**src/design/fetch_cfg.svh**
```systemverilog
`ifndef FETCH_CFG_SVH
`define FETCH_CFG_SVH

// Bus and instruction widths
`define FETCH_AW 32
`define FETCH_BUS_DW 64
`define FETCH_INSN_DW 32

// Most bus words requested but not yet handed to the CPU
`define FETCH_LIMIT 16

// Response FIFO holds 2^LGFIFO bus words
`define FETCH_LGFIFO 4

// Outstanding read counter, bus full at 2^LGDEPTH-1
`define FETCH_LGDEPTH 8

// Byte address bits inside one bus word
`define FETCH_WORD_LSB 3

`endif

```
**src/design/fetch_pkg.sv**
```systemverilog
`include "fetch_cfg.svh"
`default_nettype none

package fetch_pkg;

	//////////////////////////////////////////////////
	// Bus word, seen whole or as two instruction lanes
	//////////////////////////////////////////////////
	typedef union packed {
		logic [`FETCH_BUS_DW-1:0] raw;
		struct packed {
			// Later address in the word
			logic [`FETCH_INSN_DW-1:0] hi;
			// Earlier address in the word
			logic [`FETCH_INSN_DW-1:0] lo;
		} lane;
	} bus_word_u;

	// One FIFO slot, the error bit rides with the data
	typedef struct packed {
		logic      err;
		bus_word_u word;
	} fifo_entry_t;

	// Stream control from the CPU
	typedef struct packed {
		// New pc or clear, either one abandons the stream
		logic                 restart;
		logic                 clear;
		logic [`FETCH_AW-1:0] pc;
	} fetch_ctrl_t;

	// What the CPU sees
	typedef struct packed {
		logic                      valid;
		logic                      illegal;
		logic [`FETCH_AW-1:0]      pc;
		logic [`FETCH_INSN_DW-1:0] insn;
	} insn_out_t;

endpackage

`default_nettype wire

```
**src/design/bus_tracker.sv**
```systemverilog
`include "fetch_cfg.svh"
`default_nettype none

module bus_tracker import fetch_pkg::*;
(
	input  logic        S_AXI_ACLK,
	input  logic        fifo_reset,
	input  fetch_ctrl_t i_ctrl,
	input  logic        i_ar_fire,
	input  logic        i_arvalid,
	input  logic        i_rvalid,
	output logic        o_flushing,
	output logic        o_flush_request,
	output logic        o_full_bus
);

	// One spare bit, a held request can push the flush count past the bus count
	localparam int cw = `FETCH_LGDEPTH + 1;
	localparam logic [cw-1:0] full_mark = cw'((1 << `FETCH_LGDEPTH) - 1);

	logic [cw-1:0] outstanding;
	logic [cw-1:0] next_outstanding;
	logic [cw-1:0] flushcount;
	logic [cw-1:0] new_flushcount;

	//////////////////////////////////////////////////
	// Outstanding reads
	//////////////////////////////////////////////////

	// Up on an accepted address, down on a response
	always_comb
	begin
		next_outstanding = outstanding;
		case ({ i_ar_fire, i_rvalid })
		2'b10: next_outstanding = outstanding + 1'b1;
		2'b01: next_outstanding = outstanding - 1'b1;
		default: next_outstanding = outstanding;
		endcase
	end

	always_ff @(posedge S_AXI_ACLK)
	if (fifo_reset)
	begin
		outstanding <= '0;
		o_full_bus  <= 1'b0;
	end
	else
	begin
		outstanding <= next_outstanding;
		// Registered, so it stops the next request
		o_full_bus  <= (next_outstanding >= full_mark);
	end

	//////////////////////////////////////////////////
	// Stale response flush
	//////////////////////////////////////////////////

	// Everything in flight, plus a request still held on AR,
	// less a response landing right now
	assign new_flushcount = outstanding + cw'(i_arvalid) - cw'(i_rvalid);

	always_ff @(posedge S_AXI_ACLK)
	if (fifo_reset)
	begin
		flushcount      <= '0;
		o_flushing      <= 1'b0;
		o_flush_request <= 1'b0;
	end
	else if (i_ctrl.restart)
	begin
		flushcount      <= new_flushcount;
		o_flushing      <= (new_flushcount != '0);
		// Held old request, its answer is stale too
		o_flush_request <= i_arvalid && !i_ar_fire;
	end
	else
	begin
		if (i_rvalid && (flushcount != '0))
		begin
			flushcount <= flushcount - 1'b1;
			// Last stale word just arrived
			o_flushing <= (flushcount > cw'(1));
		end

		// Held request finally went out
		if (i_ar_fire)
			o_flush_request <= 1'b0;
	end

endmodule

`default_nettype wire

```
**src/design/fetch_request.sv**
```systemverilog
`include "fetch_cfg.svh"
`default_nettype none

module fetch_request import fetch_pkg::*;
(
	input  logic                 S_AXI_ACLK,
	input  logic                 fifo_reset,
	input  fetch_ctrl_t          i_ctrl,
	input  logic                 i_arready,
	input  logic                 i_flush_request,
	input  logic                 i_full_bus,
	input  logic                 i_word_taken,
	input  logic                 i_hold,
	output logic                 o_arvalid,
	output logic [`FETCH_AW-1:0] o_araddr,
	output logic                 o_ar_fire
);

	localparam int fw = `FETCH_LGFIFO + 1;

	logic                 new_pc;
	logic                 active;
	logic                 pending_new_pc;
	logic [`FETCH_AW-1:0] pending_pc;
	logic [fw-1:0]        fill;
	logic [fw:0]          demand;
	logic                 throttle;
	logic                 ar_free;

	// Clear wins over a new pc
	assign new_pc    = i_ctrl.restart && !i_ctrl.clear;
	assign o_ar_fire = o_arvalid && i_arready;
	// AR may change only when idle or accepted
	assign ar_free   = !o_arvalid || i_arready;

	//////////////////////////////////////////////////
	// Request throttle
	//////////////////////////////////////////////////

	// Words requested and not yet popped by the unpacker
	// Flushed requests never land in the FIFO, so skip them
	always_ff @(posedge S_AXI_ACLK)
	if (fifo_reset || i_ctrl.restart)
		fill <= '0;
	else
	begin
		case ({ o_ar_fire && !i_flush_request, i_word_taken })
		2'b10: fill <= fill + 1'b1;
		2'b01: fill <= fill - 1'b1;
		default: fill <= fill;
		endcase
	end

	// Buffer fill, the request on AR and the word still at the output
	assign demand   = { 1'b0, fill } + (fw + 1)'(o_arvalid) + (fw + 1)'(i_hold);
	assign throttle = (demand >= (fw + 1)'(`FETCH_LIMIT));

	// Nothing is fetched until the CPU names a pc
	always_ff @(posedge S_AXI_ACLK)
	if (fifo_reset || i_ctrl.clear)
		active <= 1'b0;
	else if (new_pc)
		active <= 1'b1;

	//////////////////////////////////////////////////
	// AR channel
	//////////////////////////////////////////////////

	always_ff @(posedge S_AXI_ACLK)
	if (fifo_reset)
		o_arvalid <= 1'b0;
	else if (ar_free)
	begin
		o_arvalid <= active || new_pc;
		// A restart empties everything, old fill does not count
		if (!i_ctrl.restart && throttle)
			o_arvalid <= 1'b0;
		if (i_ctrl.clear || i_full_bus)
			o_arvalid <= 1'b0;
	end

	// New pc arrived while an address was stuck on the bus
	always_ff @(posedge S_AXI_ACLK)
	if (fifo_reset || i_ctrl.clear)
		pending_new_pc <= 1'b0;
	else if (ar_free)
		pending_new_pc <= 1'b0;
	else if (new_pc)
		pending_new_pc <= 1'b1;

	always_ff @(posedge S_AXI_ACLK)
	if (new_pc)
		pending_pc <= i_ctrl.pc;

	// Start at the pc itself, then walk aligned bus words
	always_ff @(posedge S_AXI_ACLK)
	if (ar_free)
	begin
		if (new_pc)
			o_araddr <= i_ctrl.pc;
		else if (pending_new_pc)
			o_araddr <= pending_pc;
		else if (o_arvalid)
		begin
			o_araddr[`FETCH_AW-1:`FETCH_WORD_LSB] <=
				o_araddr[`FETCH_AW-1:`FETCH_WORD_LSB] + 1'b1;
			o_araddr[`FETCH_WORD_LSB-1:0] <= '0;
		end
	end

endmodule

`default_nettype wire

```
**src/design/resp_fifo.sv**
```systemverilog
`include "fetch_cfg.svh"
`default_nettype none

module resp_fifo import fetch_pkg::*;
(
	input  logic                    S_AXI_ACLK,
	input  logic                    fifo_reset,
	input  logic                    i_restart,
	input  logic                    i_rvalid,
	input  logic                    i_flushing,
	input  logic [`FETCH_BUS_DW-1:0] i_rdata,
	input  logic [1:0]              i_rresp,
	input  logic                    i_pop,
	output fifo_entry_t             o_head,
	output logic                    o_empty
);

	localparam int depth = 1 << `FETCH_LGFIFO;

	fifo_entry_t              mem [depth];
	fifo_entry_t              wr_entry;
	logic [`FETCH_LGFIFO:0]   wr_ptr;
	logic [`FETCH_LGFIFO:0]   rd_ptr;
	logic                     full;
	logic                     do_write;
	logic                     do_read;

	//////////////////////////////////////////////////
	// Byte swap, bus order to instruction order
	//////////////////////////////////////////////////

	always_comb
	begin
		wr_entry.err = i_rresp[1];
		// Each 32-bit lane reversed on its own
		for (int gw = 0; gw < `FETCH_BUS_DW / 32; gw++)
			for (int gb = 0; gb < 4; gb++)
				wr_entry.word.raw[gw * 32 + (3 - gb) * 8 +: 8] =
					i_rdata[gw * 32 + gb * 8 +: 8];
	end

	// Stale responses never enter
	assign do_write = i_rvalid && !i_flushing && !full;
	assign do_read  = i_pop && !o_empty;

	// Extra pointer bit tells full from empty
	assign o_empty = (wr_ptr == rd_ptr);
	assign full    = (wr_ptr[`FETCH_LGFIFO] != rd_ptr[`FETCH_LGFIFO])
		&& (wr_ptr[`FETCH_LGFIFO-1:0] == rd_ptr[`FETCH_LGFIFO-1:0]);

	always_ff @(posedge S_AXI_ACLK)
	if (fifo_reset || i_restart)
	begin
		wr_ptr <= '0;
		rd_ptr <= '0;
	end
	else
	begin
		if (do_write)
			wr_ptr <= wr_ptr + 1'b1;
		if (do_read)
			rd_ptr <= rd_ptr + 1'b1;
	end

	always_ff @(posedge S_AXI_ACLK)
	if (do_write)
		mem[wr_ptr[`FETCH_LGFIFO-1:0]] <= wr_entry;

	// Head read straight out of the array
	assign o_head = mem[rd_ptr[`FETCH_LGFIFO-1:0]];

endmodule

`default_nettype wire

```
**src/design/insn_unpack.sv**
```systemverilog
`include "fetch_cfg.svh"
`default_nettype none

module insn_unpack import fetch_pkg::*;
(
	input  logic        S_AXI_ACLK,
	input  logic        fifo_reset,
	input  fetch_ctrl_t i_ctrl,
	input  logic        i_ready,
	input  fifo_entry_t i_head,
	input  logic        i_empty,
	output logic        o_pop,
	output logic        o_word_taken,
	output logic        o_hold,
	output insn_out_t   o_insn_out
);

	logic                 new_pc;
	logic                 out_valid;
	logic                 out_illegal;
	logic [`FETCH_AW-1:0] out_pc;
	bus_word_u            out_word;
	logic [1:0]           lanes;
	logic                 first;
	logic                 shift;
	logic                 load;

	assign new_pc = i_ctrl.restart && !i_ctrl.clear;

	//////////////////////////////////////////////////
	// Pop control
	//////////////////////////////////////////////////

	// Output empty, or its last lane leaves this cycle
	assign o_pop        = !out_valid || (i_ready && (lanes <= 2'd1));
	assign load         = o_pop && !i_empty;
	assign o_word_taken = load;
	// Output keeps a word past this cycle
	assign o_hold       = out_valid && (!i_ready || (lanes > 2'd1));

	// Unaligned start skips the low lane of the first word
	assign shift = first ? out_pc[`FETCH_WORD_LSB-1] : 1'b0;

	always_ff @(posedge S_AXI_ACLK)
	if (fifo_reset)
		first <= 1'b0;
	else if (i_ctrl.restart)
		first <= new_pc;
	else if (load)
		first <= 1'b0;

	// Lanes left in the output word
	always_ff @(posedge S_AXI_ACLK)
	if (fifo_reset || i_ctrl.restart)
		lanes <= 2'd0;
	else if (o_pop)
		lanes <= i_empty ? 2'd0 : (2'd2 - { 1'b0, shift });
	else if (i_ready && (lanes != 2'd0))
		lanes <= lanes - 1'b1;

	always_ff @(posedge S_AXI_ACLK)
	if (fifo_reset || i_ctrl.restart)
		out_valid <= 1'b0;
	else if (!out_valid || i_ready)
		out_valid <= load || (lanes > (out_valid ? 2'd1 : 2'd0));

	//////////////////////////////////////////////////
	// Output data and address
	//////////////////////////////////////////////////

	// Low lane is always the one presented
	always_ff @(posedge S_AXI_ACLK)
	if (o_pop)
	begin
		out_word <= i_head.word;
		if (shift)
			out_word.lane.lo <= i_head.word.lane.hi;
	end
	else if (i_ready)
		out_word.lane.lo <= out_word.lane.hi;

	// Sticky bus error
	always_ff @(posedge S_AXI_ACLK)
	if (fifo_reset || i_ctrl.restart)
		out_illegal <= 1'b0;
	else if (!out_illegal && load)
		out_illegal <= i_head.err;

	// Freezes once illegal
	always_ff @(posedge S_AXI_ACLK)
	if (new_pc)
		out_pc <= i_ctrl.pc;
	else if (out_valid && i_ready && !out_illegal)
	begin
		out_pc[`FETCH_AW-1:2] <= out_pc[`FETCH_AW-1:2] + 1'b1;
		out_pc[1:0]           <= 2'b00;
	end

	assign o_insn_out = '{
		valid:   out_valid,
		illegal: out_illegal,
		pc:      out_pc,
		insn:    out_word.lane.lo
	};

endmodule

`default_nettype wire

```
**src/design/axil_fetch.sv**
```systemverilog
`include "fetch_cfg.svh"
`default_nettype none

module axil_fetch import fetch_pkg::*;
(
	input  logic                     S_AXI_ACLK,
	input  logic                     fifo_reset,
	// CPU side
	input  logic                     i_new_pc,
	input  logic                     i_clear_cache,
	input  logic [`FETCH_AW-1:0]     i_pc,
	input  logic                     i_ready,
	output insn_out_t                o_insn_out,
	// AXI-lite read address
	output logic                     o_arvalid,
	output logic [`FETCH_AW-1:0]     o_araddr,
	input  logic                     i_arready,
	// AXI-lite read data, RREADY tied high
	input  logic                     i_rvalid,
	input  logic [`FETCH_BUS_DW-1:0] i_rdata,
	input  logic [1:0]               i_rresp
);

	fetch_ctrl_t ctrl;
	logic        ar_fire;
	logic        flushing;
	logic        flush_request;
	logic        full_bus;
	logic        pop;
	logic        empty;
	logic        word_taken;
	logic        hold;
	fifo_entry_t head;

	// Either input abandons the current stream
	assign ctrl = '{
		restart: i_new_pc || i_clear_cache,
		clear:   i_clear_cache,
		pc:      i_pc
	};

	//////////////////////////////////////////////////
	// Request side
	//////////////////////////////////////////////////

	bus_tracker bus_tracker_inst (
		.S_AXI_ACLK      (S_AXI_ACLK),
		.fifo_reset      (fifo_reset),
		.i_ctrl          (ctrl),
		.i_ar_fire       (ar_fire),
		.i_arvalid       (o_arvalid),
		.i_rvalid        (i_rvalid),
		.o_flushing      (flushing),
		.o_flush_request (flush_request),
		.o_full_bus      (full_bus)
	);

	fetch_request fetch_request_inst (
		.S_AXI_ACLK      (S_AXI_ACLK),
		.fifo_reset      (fifo_reset),
		.i_ctrl          (ctrl),
		.i_arready       (i_arready),
		.i_flush_request (flush_request),
		.i_full_bus      (full_bus),
		.i_word_taken    (word_taken),
		.i_hold          (hold),
		.o_arvalid       (o_arvalid),
		.o_araddr        (o_araddr),
		.o_ar_fire       (ar_fire)
	);

	//////////////////////////////////////////////////
	// Response side
	//////////////////////////////////////////////////

	resp_fifo resp_fifo_inst (
		.S_AXI_ACLK (S_AXI_ACLK),
		.fifo_reset (fifo_reset),
		.i_restart  (ctrl.restart),
		.i_rvalid   (i_rvalid),
		.i_flushing (flushing),
		.i_rdata    (i_rdata),
		.i_rresp    (i_rresp),
		.i_pop      (pop),
		.o_head     (head),
		.o_empty    (empty)
	);

	insn_unpack insn_unpack_inst (
		.S_AXI_ACLK   (S_AXI_ACLK),
		.fifo_reset   (fifo_reset),
		.i_ctrl       (ctrl),
		.i_ready      (i_ready),
		.i_head       (head),
		.i_empty      (empty),
		.o_pop        (pop),
		.o_word_taken (word_taken),
		.o_hold       (hold),
		.o_insn_out   (o_insn_out)
	);

endmodule

`default_nettype wire

```
**config.mk**
```make
export PLATFORM = sky130hd
export DESIGN_NAME = axil_fetch
export DESIGN_NICKNAME = d
export VERILOG_FILES = /design/src/design/fetch_pkg.sv /design/src/design/bus_tracker.sv /design/src/design/fetch_request.sv /design/src/design/resp_fifo.sv /design/src/design/insn_unpack.sv /design/src/design/axil_fetch.sv
export VERILOG_INCLUDE_DIRS = /design/src /design/src/design
export SDC_FILE = /design/constraint.sdc
export NUM_CORES = 1
export LEC_CHECK = 0
export BUFFER_PORTS_ARGS = -buffer_cell sky130_fd_sc_hd__buf_2
export CAP_MARGIN = 20
export CORE_UTILIZATION = 69
export CTS_BUF_LIST = sky130_fd_sc_hd__clkbuf_4 sky130_fd_sc_hd__clkbuf_8
export DETAILED_ROUTE_END_ITERATION = 8
export HOLD_SLACK_MARGIN = 0.03
export PLACE_DENSITY_LB_ADDON = 0.15
export REMOVE_ABC_BUFFERS = 1
export SETUP_SLACK_MARGIN = 0.15
export SLEW_MARGIN = 0
export SYNTH_ARGS = -nofsm -noshare
export SYNTH_HDL_FRONTEND = slang
export SYNTH_SLANG_ARGS = --single-unit
```
**constraint.sdc**
```tcl
create_clock -name S_AXI_ACLK -period 16.29 [get_ports S_AXI_ACLK]
set_input_delay 0.8145 -clock S_AXI_ACLK [delete_from_list [all_inputs] [get_ports S_AXI_ACLK]]
set_output_delay 0.8145 -clock S_AXI_ACLK [all_outputs]
set_load 0.05 [all_outputs]
```
== Yosys cells after proc, flatten, opt, wreduce, memory -nomap -nowiden ==
Memory sizes are Yosys's and may differ from the RTL's. A register that Yosys moved wholly into a read port is not among the register bits.
Index checks and enable logic that the tools add are counted.

* Output and inout bits: 99
* Register bits after elaboration: 204
* Logic and storage cells: 128
* Memories: 1
* Input bits: 105
* Memory bits (writable): 1,040

{| class="wikitable"
|+ Memory list
! memory !! depth !! width !! read ports !! clocked after memory_dff !! wr ports !! line !! text
|-
| resp_fifo_inst.mem || 16 || 65 || 1 || 1 || 1 || resp_fifo.sv:20 || <nowiki>fifo_entry_t mem [depth];</nowiki>
|}

* Add/subtract/negate cells: 15
* Reductions and logical operators: 50
* Muxes and demuxes: 29
* $lt $le $gt $ge: 6
* Equal/unequal tests: 7

{| class="wikitable"
|+ Operators with widths
! kind !! count
|-
| $mux W32 || 8
|-
| $add A30 B1 Y30 const B || 1
|-
| $add A29 B1 Y29 const B || 1
|-
| $mux W9 || 2
|-
| $pmux W9 S2 || 1
|-
| $reduce_bool A9 Y1 || 2
|-
| $sub A9 B1 Y9 const B || 2
|-
| $logic_and A1 B1 Y1 || 16
|-
| $reduce_bool A2 Y1 || 8
|-
| $add A5 B1 Y5 const B || 3
|-
| $mux W1 || 12
|-
| $logic_not A1 Y1 || 11
|-
| $logic_or A1 B1 Y1 || 10
|-
| $pmux W5 S2 || 1
|-
| $add A9 B1 Y9 || 1
|-
| $add A9 B1 Y9 const B || 1
|-
| $ge A9 B8 Y1 const B || 1
|-
| $gt A9 B1 Y1 const B || 1
|-
| $sub A9 B1 Y9 || 1
|-
| $mux W4 || 2
|-
| $add A5 B1 Y6 || 1
|-
| $add A6 B1 Y6 || 1
|-
| $ge A6 B5 Y1 const B || 1
|-
| $mux W2 || 3
|-
| 14 further kinds || 16
|}

== Logic depth before layout (Yosys ltp) ==
Gate-level depths: netlist of run 1.

* Word-level depth: 8
* Gate-level depth with buffers: 17
* Gate-level depth less buffers: 16

== Modules after synthesis ==
From an unflattened synthesis of run 1, not the netlist that was laid out.

* Cell total of the unflattened synthesis: 2,534
* Area total of the unflattened synthesis: 50,383.3 um^2

{| class="wikitable"
|+ Modules (own cells, without submodules)
! module !! times used !! seq. area each (um^2) !! cells an instance !! area each (um^2)
|-
| resp_fifo || 1 || 31,510.2 || 1,549 || 39,879.5
|-
| insn_unpack || 1 || 2,982.9 || 439 || 5,098.6
|-
| fetch_request || 1 || 2,082.0 || 311 || 3,513.4
|-
| bus_tracker || 1 || 420.4 || 234 || 1,885.6
|-
| axil_fetch || 1 || 0.0 || 1 || 6.3
|}

== Worst setup path after synthesis of run 1 ==
OpenSTA, ideal clock, no wires.

* Path kind: input-to-reg
* Start point: in i_rvalid
* End point: mem resp_fifo_inst.mem[3][0] in the netlist's numbering (enable)
* Stages: 4
* Path buffers: 0
* Required time: 15.722 ns
* Setup slack: 9.834 ns
* Library setup time: 0.568 ns
* Arrival time: 5.888 ns
* Cells stage by stage: inv_1 nor3_2 nand2_1 nor3_1

* Word-level cells in the longest chain between the ends: 4

{| class="wikitable"
|+ RTL lines
! what !! line !! text
|-
| from (decl) || axil_fetch.sv:19 || <nowiki>input logic i_rvalid,</nowiki>
|-
| $logic_and A1 B1 Y1 (2 in series) || resp_fifo.sv:43 || <nowiki>assign do_write = i_rvalid && !i_flushing && !full;</nowiki>
|-
| $mux W1 || resp_fifo.sv:66 || <nowiki>if (do_write)</nowiki>
|-
| $mux W1 || resp_fifo.sv:67 || <nowiki>mem[wr_ptr[`FETCH_LGFIFO-1:0]] <= wr_entry;</nowiki>
|-
| to (decl) || resp_fifo.sv:20 ||
|}

Every way passes these cells.

==> key figures, run 1 <==
CTS
  • Num CTS Buffers: 184
  • Post-CTS setup repair buffer count: 0
  • Clk sinks: 1248
  • Worst-Skew Late Latency: 0.81 ns
  • H-tree levels: 4
  • Root Buffer: clkbuf_8
  • Cts hold-fix bufs: 0
  • Largest buffer count on any clock path: 3
  • Clock-pin slew on the worst setup and hold paths: 0.06 ns
  • CTS tree: done
  • CTS resizes: 0

Floorplanning
  • Die width: 270 um
  • Die footprint: 73000 um^2
  • # rows: 97
  • Starting density of the core: 70.3%
  • Die Ht: 270 um
  • Core area: 70600 um^2
  • IO Pins: 204

Synth
  • Unique cell type count in the Yosys netlist: 62
  • Post-synth top area share: 72.6%
  • Synth Cell Area: 49600 um^2
  • Most common cell in the netlist: edfxtp_1
  • Top FF cell, synth: edfxtp_1
  • Commonest cells in the synthesized netlist: edfxtp_1, mux4_2, nand2_1, nor2_1, clkbuf_1
  • Syn Area/Cell: 20.2 um^2
  • Area contributors post-synth: edfxtp_1, mux4_2, dfxtp_1
  • Post-Syn Instances: 2459
  • FFs w/ async S/R, synth: 0%
  • EDFF count, synth: 1200
  • #FFs+latches synth: 1248
  • Yosys warns: 0
  • Sequential area share after synthesis: 74.5%
  • Largest area contributor in the netlist: edfxtp_1

Drt
  • Detailed Route WL: 105000 um
  • Wire per inst: 27.5 um
  • Drt drc: 0
  • Final ANT Viol Nets: 0
  • Initial drt markers: 2741
  • 1st-pass router iterations: 6
  • Via count: 25100
  • Vias/cell: 6.57

Power
  • Part of the power in registers: 56.5%
  • Clock share of power: 37.7%
  • P_int: 4970 uW
  • Worst VDD drop: 106 uV
  • Sw frac: 22.4%
  • Sw Pwr: 1440 uW
  • Leak pwr: 0.0177 uW
  • Pwr per Cell Area: 116 nW/um^2
  • Combinational power share: 5.8%

Timing
  • Final Cycle Share: 32.0%
  • Slew @ Worst Pin: 1.13 ns
  • Setup TNS: 0 ns
  • Slew Limit Headroom: 24.6%
  • Setup ws final: 11.08 ns
  • Shortest period the worst path allows: 5.21 ns
  • Setup Skew: 0.0273 ns
  • Final hold viol count: 0
  • Max Slew Vio Count: 0
  • Unrepaired setup endpoints after global routing: no
  • Final Setup Violations: 0
  • Highest clock rate: 192 MHz

Flow run
  • Max_cap viols: 0

Setup path
  • R2r setup slk: 11.08 ns
  • Endpoint of the lowest-slack register-to-register path: insn_unpack_inst.out_word[5]$_DFFE_PP_
  • Critical Path RT: 16.84 ns
  • WS Path Type: reg -> reg
  • Worst Reg2Reg Path Length in Cells: 7
  • Setup crit start kind: register
  • Worst Setup End Kind: register
  • Crit-path max FO: 77
  • Arr. time, crit path: 5.76 ns
  • Termination of the worst setup path: insn_unpack_inst.out_word[5]$_DFFE_PP_

Place
  • Port Buffer Count: 202
  • Hpwl dp: 54600 um
  • RePlAce Congestion: 0.877
  • Pre-CTS setup slack: 11.07 ns

Final layout
  • Area growth, synth to finish: 11.1%
  • Layout cell share with drive strength beyond 1: 31.1%
  • Layout Nets: 2870

Status
  • Outcome: finished, final reports clean

GRT
  • Number of global-route vias before repair: 25500
  • Remaining Overflow, GRT: 0
  • First-pass GRT wire length: 157000 um
  • Pin count of the biggest net entering global routing: 113
  • Initial antenna violation count: 10
  • Total GRT Usage: 29.5%

Min path
  • Hold/Removal Path Class: in -> reg
## area by class of cell
class / count / area [um^2]
clock inverter: 89 / 513
fill: 3667 / 15500
inverter: 29 / 109
clock buffer: 248 / 3040
multi-input combinational: 1026 / 11900
tap: 940 / 1180
antenna: 3 / 7.51
timing repair buffer: 245 / 1420
sequential: 1248 / 37000
## cell families (layout without fill, tap and decap cells)
kind of cell / Yosys count / count (layout) / share of synthesized area, %
AO/OA/AOI/OAI: 200 / 200 / 2.41
buffers and inverters: 185 / 611 / 1.80
AND/OR/NAND/NOR: 329 / 329 / 3.09
multiplexers: 373 / 373 / 15.7
adder cells (fa/ha/maj): 31 / 31 / 0.812
other: 0 / 3 / 0
XOR/XNOR: 93 / 93 / 1.64
flip-flops: 1248 / 1248 / 74.5
## worst max-delay path: stages, from the launching register on
cell,delay (ns)
dfxtp_4,0.82
buf_4,0.86
buf_4,0.93
buf_4,1.02
mux4_2,0.44
mux4_2,0.50
mux2i_1,0.18
o21ai_1,0.08
## metrics by stage
| step | instance area (um^2) | cells | hold slack (ns) | power (uW) | util [%] |
|---|---|---|---|---|---|
| 5_1_grt | 55200 | 3826 | 0.136 | 6620 | 78.1 |
| 3_3_place_gp | 51500 | 3484 | 0.459 | 4040 | 72.9 |
| 4_1_cts | 55000 | 3821 | 0.127 | 6440 | 77.9 |
| 3_5_place_dp | 51500 | 3484 | 0.462 | 4060 | 72.9 |
| 6_report | 55200 | 3828 | 0.195 | 6410 | 78.1 |
| 2_1_floorplan | 48900 | 2303 | 0.436 | 3940 | - |
## per-layer routing
metal	part of all wire (%)	up-vias	GRT usage [%]
li1	-	10600	-
met1	38	13000	40.9
met2	51	1351	48.5
met3	8.9	186	6.07
met4	2.1	12	8.73
met5	0.072	-	0
## sequential cells by signal, indices dropped and copies added (netlist names), 5 cells and up, named ones only
name / count
resp_fifo_inst.mem: 1040
insn_unpack_inst.out_word: 64
fetch_request_inst.o_araddr: 32
fetch_request_inst.pending_pc: 32
insn_unpack_inst.out_pc: 32
bus_tracker_inst.flushcount: 9
bus_tracker_inst.outstanding: 9
fetch_request_inst.fill: 5
resp_fifo_inst.rd_ptr: 5
resp_fifo_inst.wr_ptr: 5
## layout by cell type (no fill, tap or decap), types with 4 or more instances in the layout
cell,synthesis,final
dfxtp_1,48,43
and2_1,5,5
inv_6,0,5
clkinv_2,0,22
mux2i_1,46,46
o21ai_0,64,63
buf_2,36,202
clkinv_1,0,53
o22ai_1,6,6
clkbuf_4,0,60
xor2_1,43,43
nor3_2,1,5
a211oi_1,12,12
edfxtp_1,1200,1200
and3_1,10,10
o21ai_1,32,32
nor2_4,0,12
a21oi_1,46,46
and4_1,7,7
nand4_1,15,15
nand2_1,107,105
ha_1,29,29
nand2b_1,9,8
mux4_2,325,325
buf_4,35,38
nor2_1,103,91
o21a_1,6,6
xnor2_1,50,50
a31oi_1,4,4
nor4_1,6,6
or3_1,6,6
nor3_1,16,12
inv_1,27,26
nor2b_1,5,5
a21o_1,5,5
clkbuf_8,0,188
dfxtp_4,0,4
nand3_1,25,25
## power by group through the flow
stage                     Sequential [uW]  Combinational, uW  Clock (uW)
after CTS                            3620                370        2450
after global placement               3680                352           0
after detailed placement             3690                369           0
after global routing                 3630                403        2590
final                                3620                372        2410
after floorplan                      3750                191           0
## how the worst min path moves through the flow
stage / from / endpoint / slack, ns / depth (start not counted)
after global routing: i_pc[15] / fetch_request_inst.pending_pc[15]$_DFFE_PP_ / 0.14 / 1
after detailed placement: fetch_request_inst.active$_SDFFE_PP0P_ / fetch_request_inst.active$_SDFFE_PP0P_ / 0.46 / 2
after global placement: bus_tracker_inst.o_flush_request$_SDFFE_PP0P_ / bus_tracker_inst.o_flush_request$_SDFFE_PP0P_ / 0.46 / 2
after CTS: i_pc[15] / fetch_request_inst.pending_pc[15]$_DFFE_PP_ / 0.13 / 1
final: i_pc[4] / fetch_request_inst.pending_pc[4]$_DFFE_PP_ / 0.19 / 1
after floorplan: bus_tracker_inst.o_flush_request$_SDFFE_PP0P_ / bus_tracker_inst.o_flush_request$_SDFFE_PP0P_ / 0.44 / 2
Power figures use the tool's default switching activity.
==> run 2: changes to the inputs <==
CORE_UTILIZATION = 58   (was 69)
clock period = 4.5 ns   (was 16.29 ns; I/O delays follow)
==> key figures, run 2 (same netlist as run 1, synthesis figures left out) <==
Status
  • Outcome: finished, final reports clean

Setup path
  • Critical Path RT: 5.26 ns (-11.58 ns)
  • Slowest cell on the critical path: ha_1
  • Termination of the worst setup path: bus_tracker_inst.o_full_bus$_SDFF_PP0_
  • Most frequent CP cell: ha_1
  • WP buf/inv: 0 (-3)
  • Setup crit start kind: register
  • Crit path depth: 11 (+4)
  • WS Path Type: reg -> reg
  • Arr. time, crit path: 4.09 ns (-1.67 ns)
  • Cells traversed along the worst timing path: nand2_1, ha_1, xor2_1, ha_1, o21a_1, nor2_1, a2111oi_4, xnor2_1, or4_1, nor3_1, o2bb2ai_1
  • Worst r2r src: fetch_request_inst.o_arvalid$_SDFFE_PP0P_
  • R2r setup slk: 1.17 ns (-9.91 ns)
  • Worst Setup End Kind: register
  • Critical Path Source: fetch_request_inst.o_arvalid$_SDFFE_PP0P_
  • Crit-path max FO: 19 (-75%)
  • Crit path max-delay family: simple AND/OR/NAND/NOR gates
  • Max incr delay on CP: 0.60 ns (-0.42 ns)
  • Worst Reg2Reg Path Length in Cells: 11 (+4)
  • Endpoint of the lowest-slack register-to-register path: bus_tracker_inst.o_full_bus$_SDFF_PP0_

Timing
  • Setup Skew: 0.0417 ns (+0.0144 ns)
  • Final Setup Violations: 0 (unchanged)
  • Unrepaired setup endpoints after global routing: no
  • Slew @ Worst Pin: 1.08 ns (-0.0542 ns)
  • Final Cycle Share: 74.0% (+42 points)
  • Max Slew Vio Count: 0 (unchanged)
  • Setup TNS: 0 ns (unchanged)
  • Highest clock rate: 300 MHz (+56%)
  • Shortest period the worst path allows: 3.33 ns (-1.88 ns)
  • Slew Limit Headroom: 27.9% (+3.4 points)
  • Final hold viol count: 0 (unchanged)

Power
  • Clock share of power: 38.4% (+0.7 points)
  • Sw frac: 23.0% (+0.60 points)
  • Leak pwr: 0.0184 uW (+3.9%)
  • Sw Pwr: 5440 uW (+280%)
  • Part of the power in registers: 55.5% (-1.0 points)
  • Combinational power share: 6.1% (+0.3 points)
  • Final Power: 23600 uW (+270%)
  • P_int: 18200 uW (+270%)
  • Pwr per Cell Area: 415 nW/um^2 (+260%)
  • Worst VDD drop: 336 uV (+220%)

Floorplanning
  • Die width: 295 um (+9.0%)
  • # rows: 106 (+9.3%)
  • IO Pins: 204 (unchanged)
  • Die footprint: 86800 um^2 (+19%)
  • Core area: 84200 um^2 (+19%)
  • Starting density of the core: 58.9% (-11 points)
  • Die Ht: 295 um (+9.0%)

CTS
  • Post-CTS setup repair buffer count: 0 (unchanged)
  • Num CTS Buffers: 194 (+5.4%)
  • CTS tree: done
  • Clk sinks: 1248 (unchanged)
  • Root Buffer: clkbuf_8
  • CTS resizes: 0 (unchanged)
  • Worst-Skew Late Latency: 0.86 ns (+0.05 ns)
  • Clock-pin slew on the worst setup and hold paths: 0.06 ns (about the same)
  • Largest buffer count on any clock path: 3 (unchanged)
  • Cts hold-fix bufs: 113 (+113)
  • H-tree levels: 4 (unchanged)

Final layout
  • Layout Nets: 3011 (+4.9%)
  • Most frequent cells in the layout: edfxtp_1, mux4_2, buf_2
  • Layout cell share with drive strength beyond 1: 30.6% (-0.47 points)
  • Largest register FFs: 1040 (unchanged)
  • Most common cell after layout, fill and taps aside: edfxtp_1
  • Area growth, synth to finish: 14.9%
  • Post-route insts no fill: 4167 (+8.9%)

Drt
  • Final ANT Viol Nets: 0 (unchanged)
  • Vias/cell: 6.01 (-8.4%)
  • 1st-pass router iterations: 7 (+1)
  • Initial drt markers: 2493 (-9.0%)
  • Drt drc: 0 (unchanged)
  • Wire per inst: 25.8 um (-6.0%)
  • Via count: 25100 (-0.32%)
  • Detailed Route WL: 108000 um (+2.3%)

Min path
  • Hold/Removal Path Class: in -> reg
  • Hold path startpoint: i_pc[24]

Flow run
  • Max_cap viols: 0 (unchanged)

GRT
  • First-pass GRT wire length: 162000 um (+3.4%)
  • Total GRT Usage: 25.7% (-3.8 points)
  • Pin count of the biggest net entering global routing: 123 (+8.8%)
  • Number of global-route vias before repair: 26400 (+3.8%)
  • Initial antenna violation count: 11 (+1)
  • Remaining Overflow, GRT: 0 (unchanged)

Place
  • Port Buffer Count: 202 (unchanged)
  • RePlAce Congestion: 0.781 (-11%)
  • DP Cell Count: 3700 (+6.2%)
  • Hpwl dp: 56000 um (+2.7%)
[run 2: metrics by stage]
stage	setup slack, ns	utilization, %	cell area (um^2)	hold WS [ns]
global route	0.965	67.7	57000	0.0775
global placement	1.31	61.9	52100	0.418
finish	1.17	67.7	57000	0.114
detailed placement	1.26	61.9	52200	0.420
CTS	1.22	67.7	57000	0.0303
floorplan	-7.75	-	48900	0.294
[run 2: power groups by stage]
stage          registers (uW)  logic, uW  clock network [uW]
5_1_grt                 13100       1570                9750
3_3_place_gp            13300       1290                   0
2_1_floorplan           13600        690                   0
6_report                13100       1440                9080
3_5_place_dp            13400       1340                   0
4_1_cts                 13100       1440                9290
[run 2: layout make-up]
cell class / instances / area (um^2)
sequential: 1248 / 37000
inverter: 29 / 110
clock inverter: 98 / 618
clock buffer: 250 / 3090
multi-input combinational: 1026 / 11900
timing repair buffer: 376 / 2880
antenna: 6 / 15.0
tap: 1134 / 1420
fill: 5288 / 27200
[run 2: layer usage]
metal / routed length [um] / up-vias / global-route usage (%) / share of wire, %
li1: - / 10900 / - / -
met1: 42600 / 13000 / 34.0 / 40
met2: 55000 / 972 / 43.2 / 51
met3: 7720 / 201 / 5.35 / 7.2
met4: 2120 / 10 / 7.79 / 2.0
met5: 63 / - / 0 / 0.059
[run 2: worst min path at each step]
| stage | end | depth (start not counted) |
|---|---|---|
| after floorplan | bus_tracker_inst.flushcount[8]$_SDFFE_PP0P_ | 1 |
| final | fetch_request_inst.pending_pc[24]$_DFFE_PP_ | 2 |
| after CTS | fetch_request_inst.pending_pc[15]$_DFFE_PP_ | 2 |
| after detailed placement | fetch_request_inst.pending_pc[30]$_DFFE_PP_ | 1 |
| after global routing | fetch_request_inst.pending_pc[27]$_DFFE_PP_ | 2 |
| after global placement | fetch_request_inst.pending_pc[23]$_DFFE_PP_ | 1 |
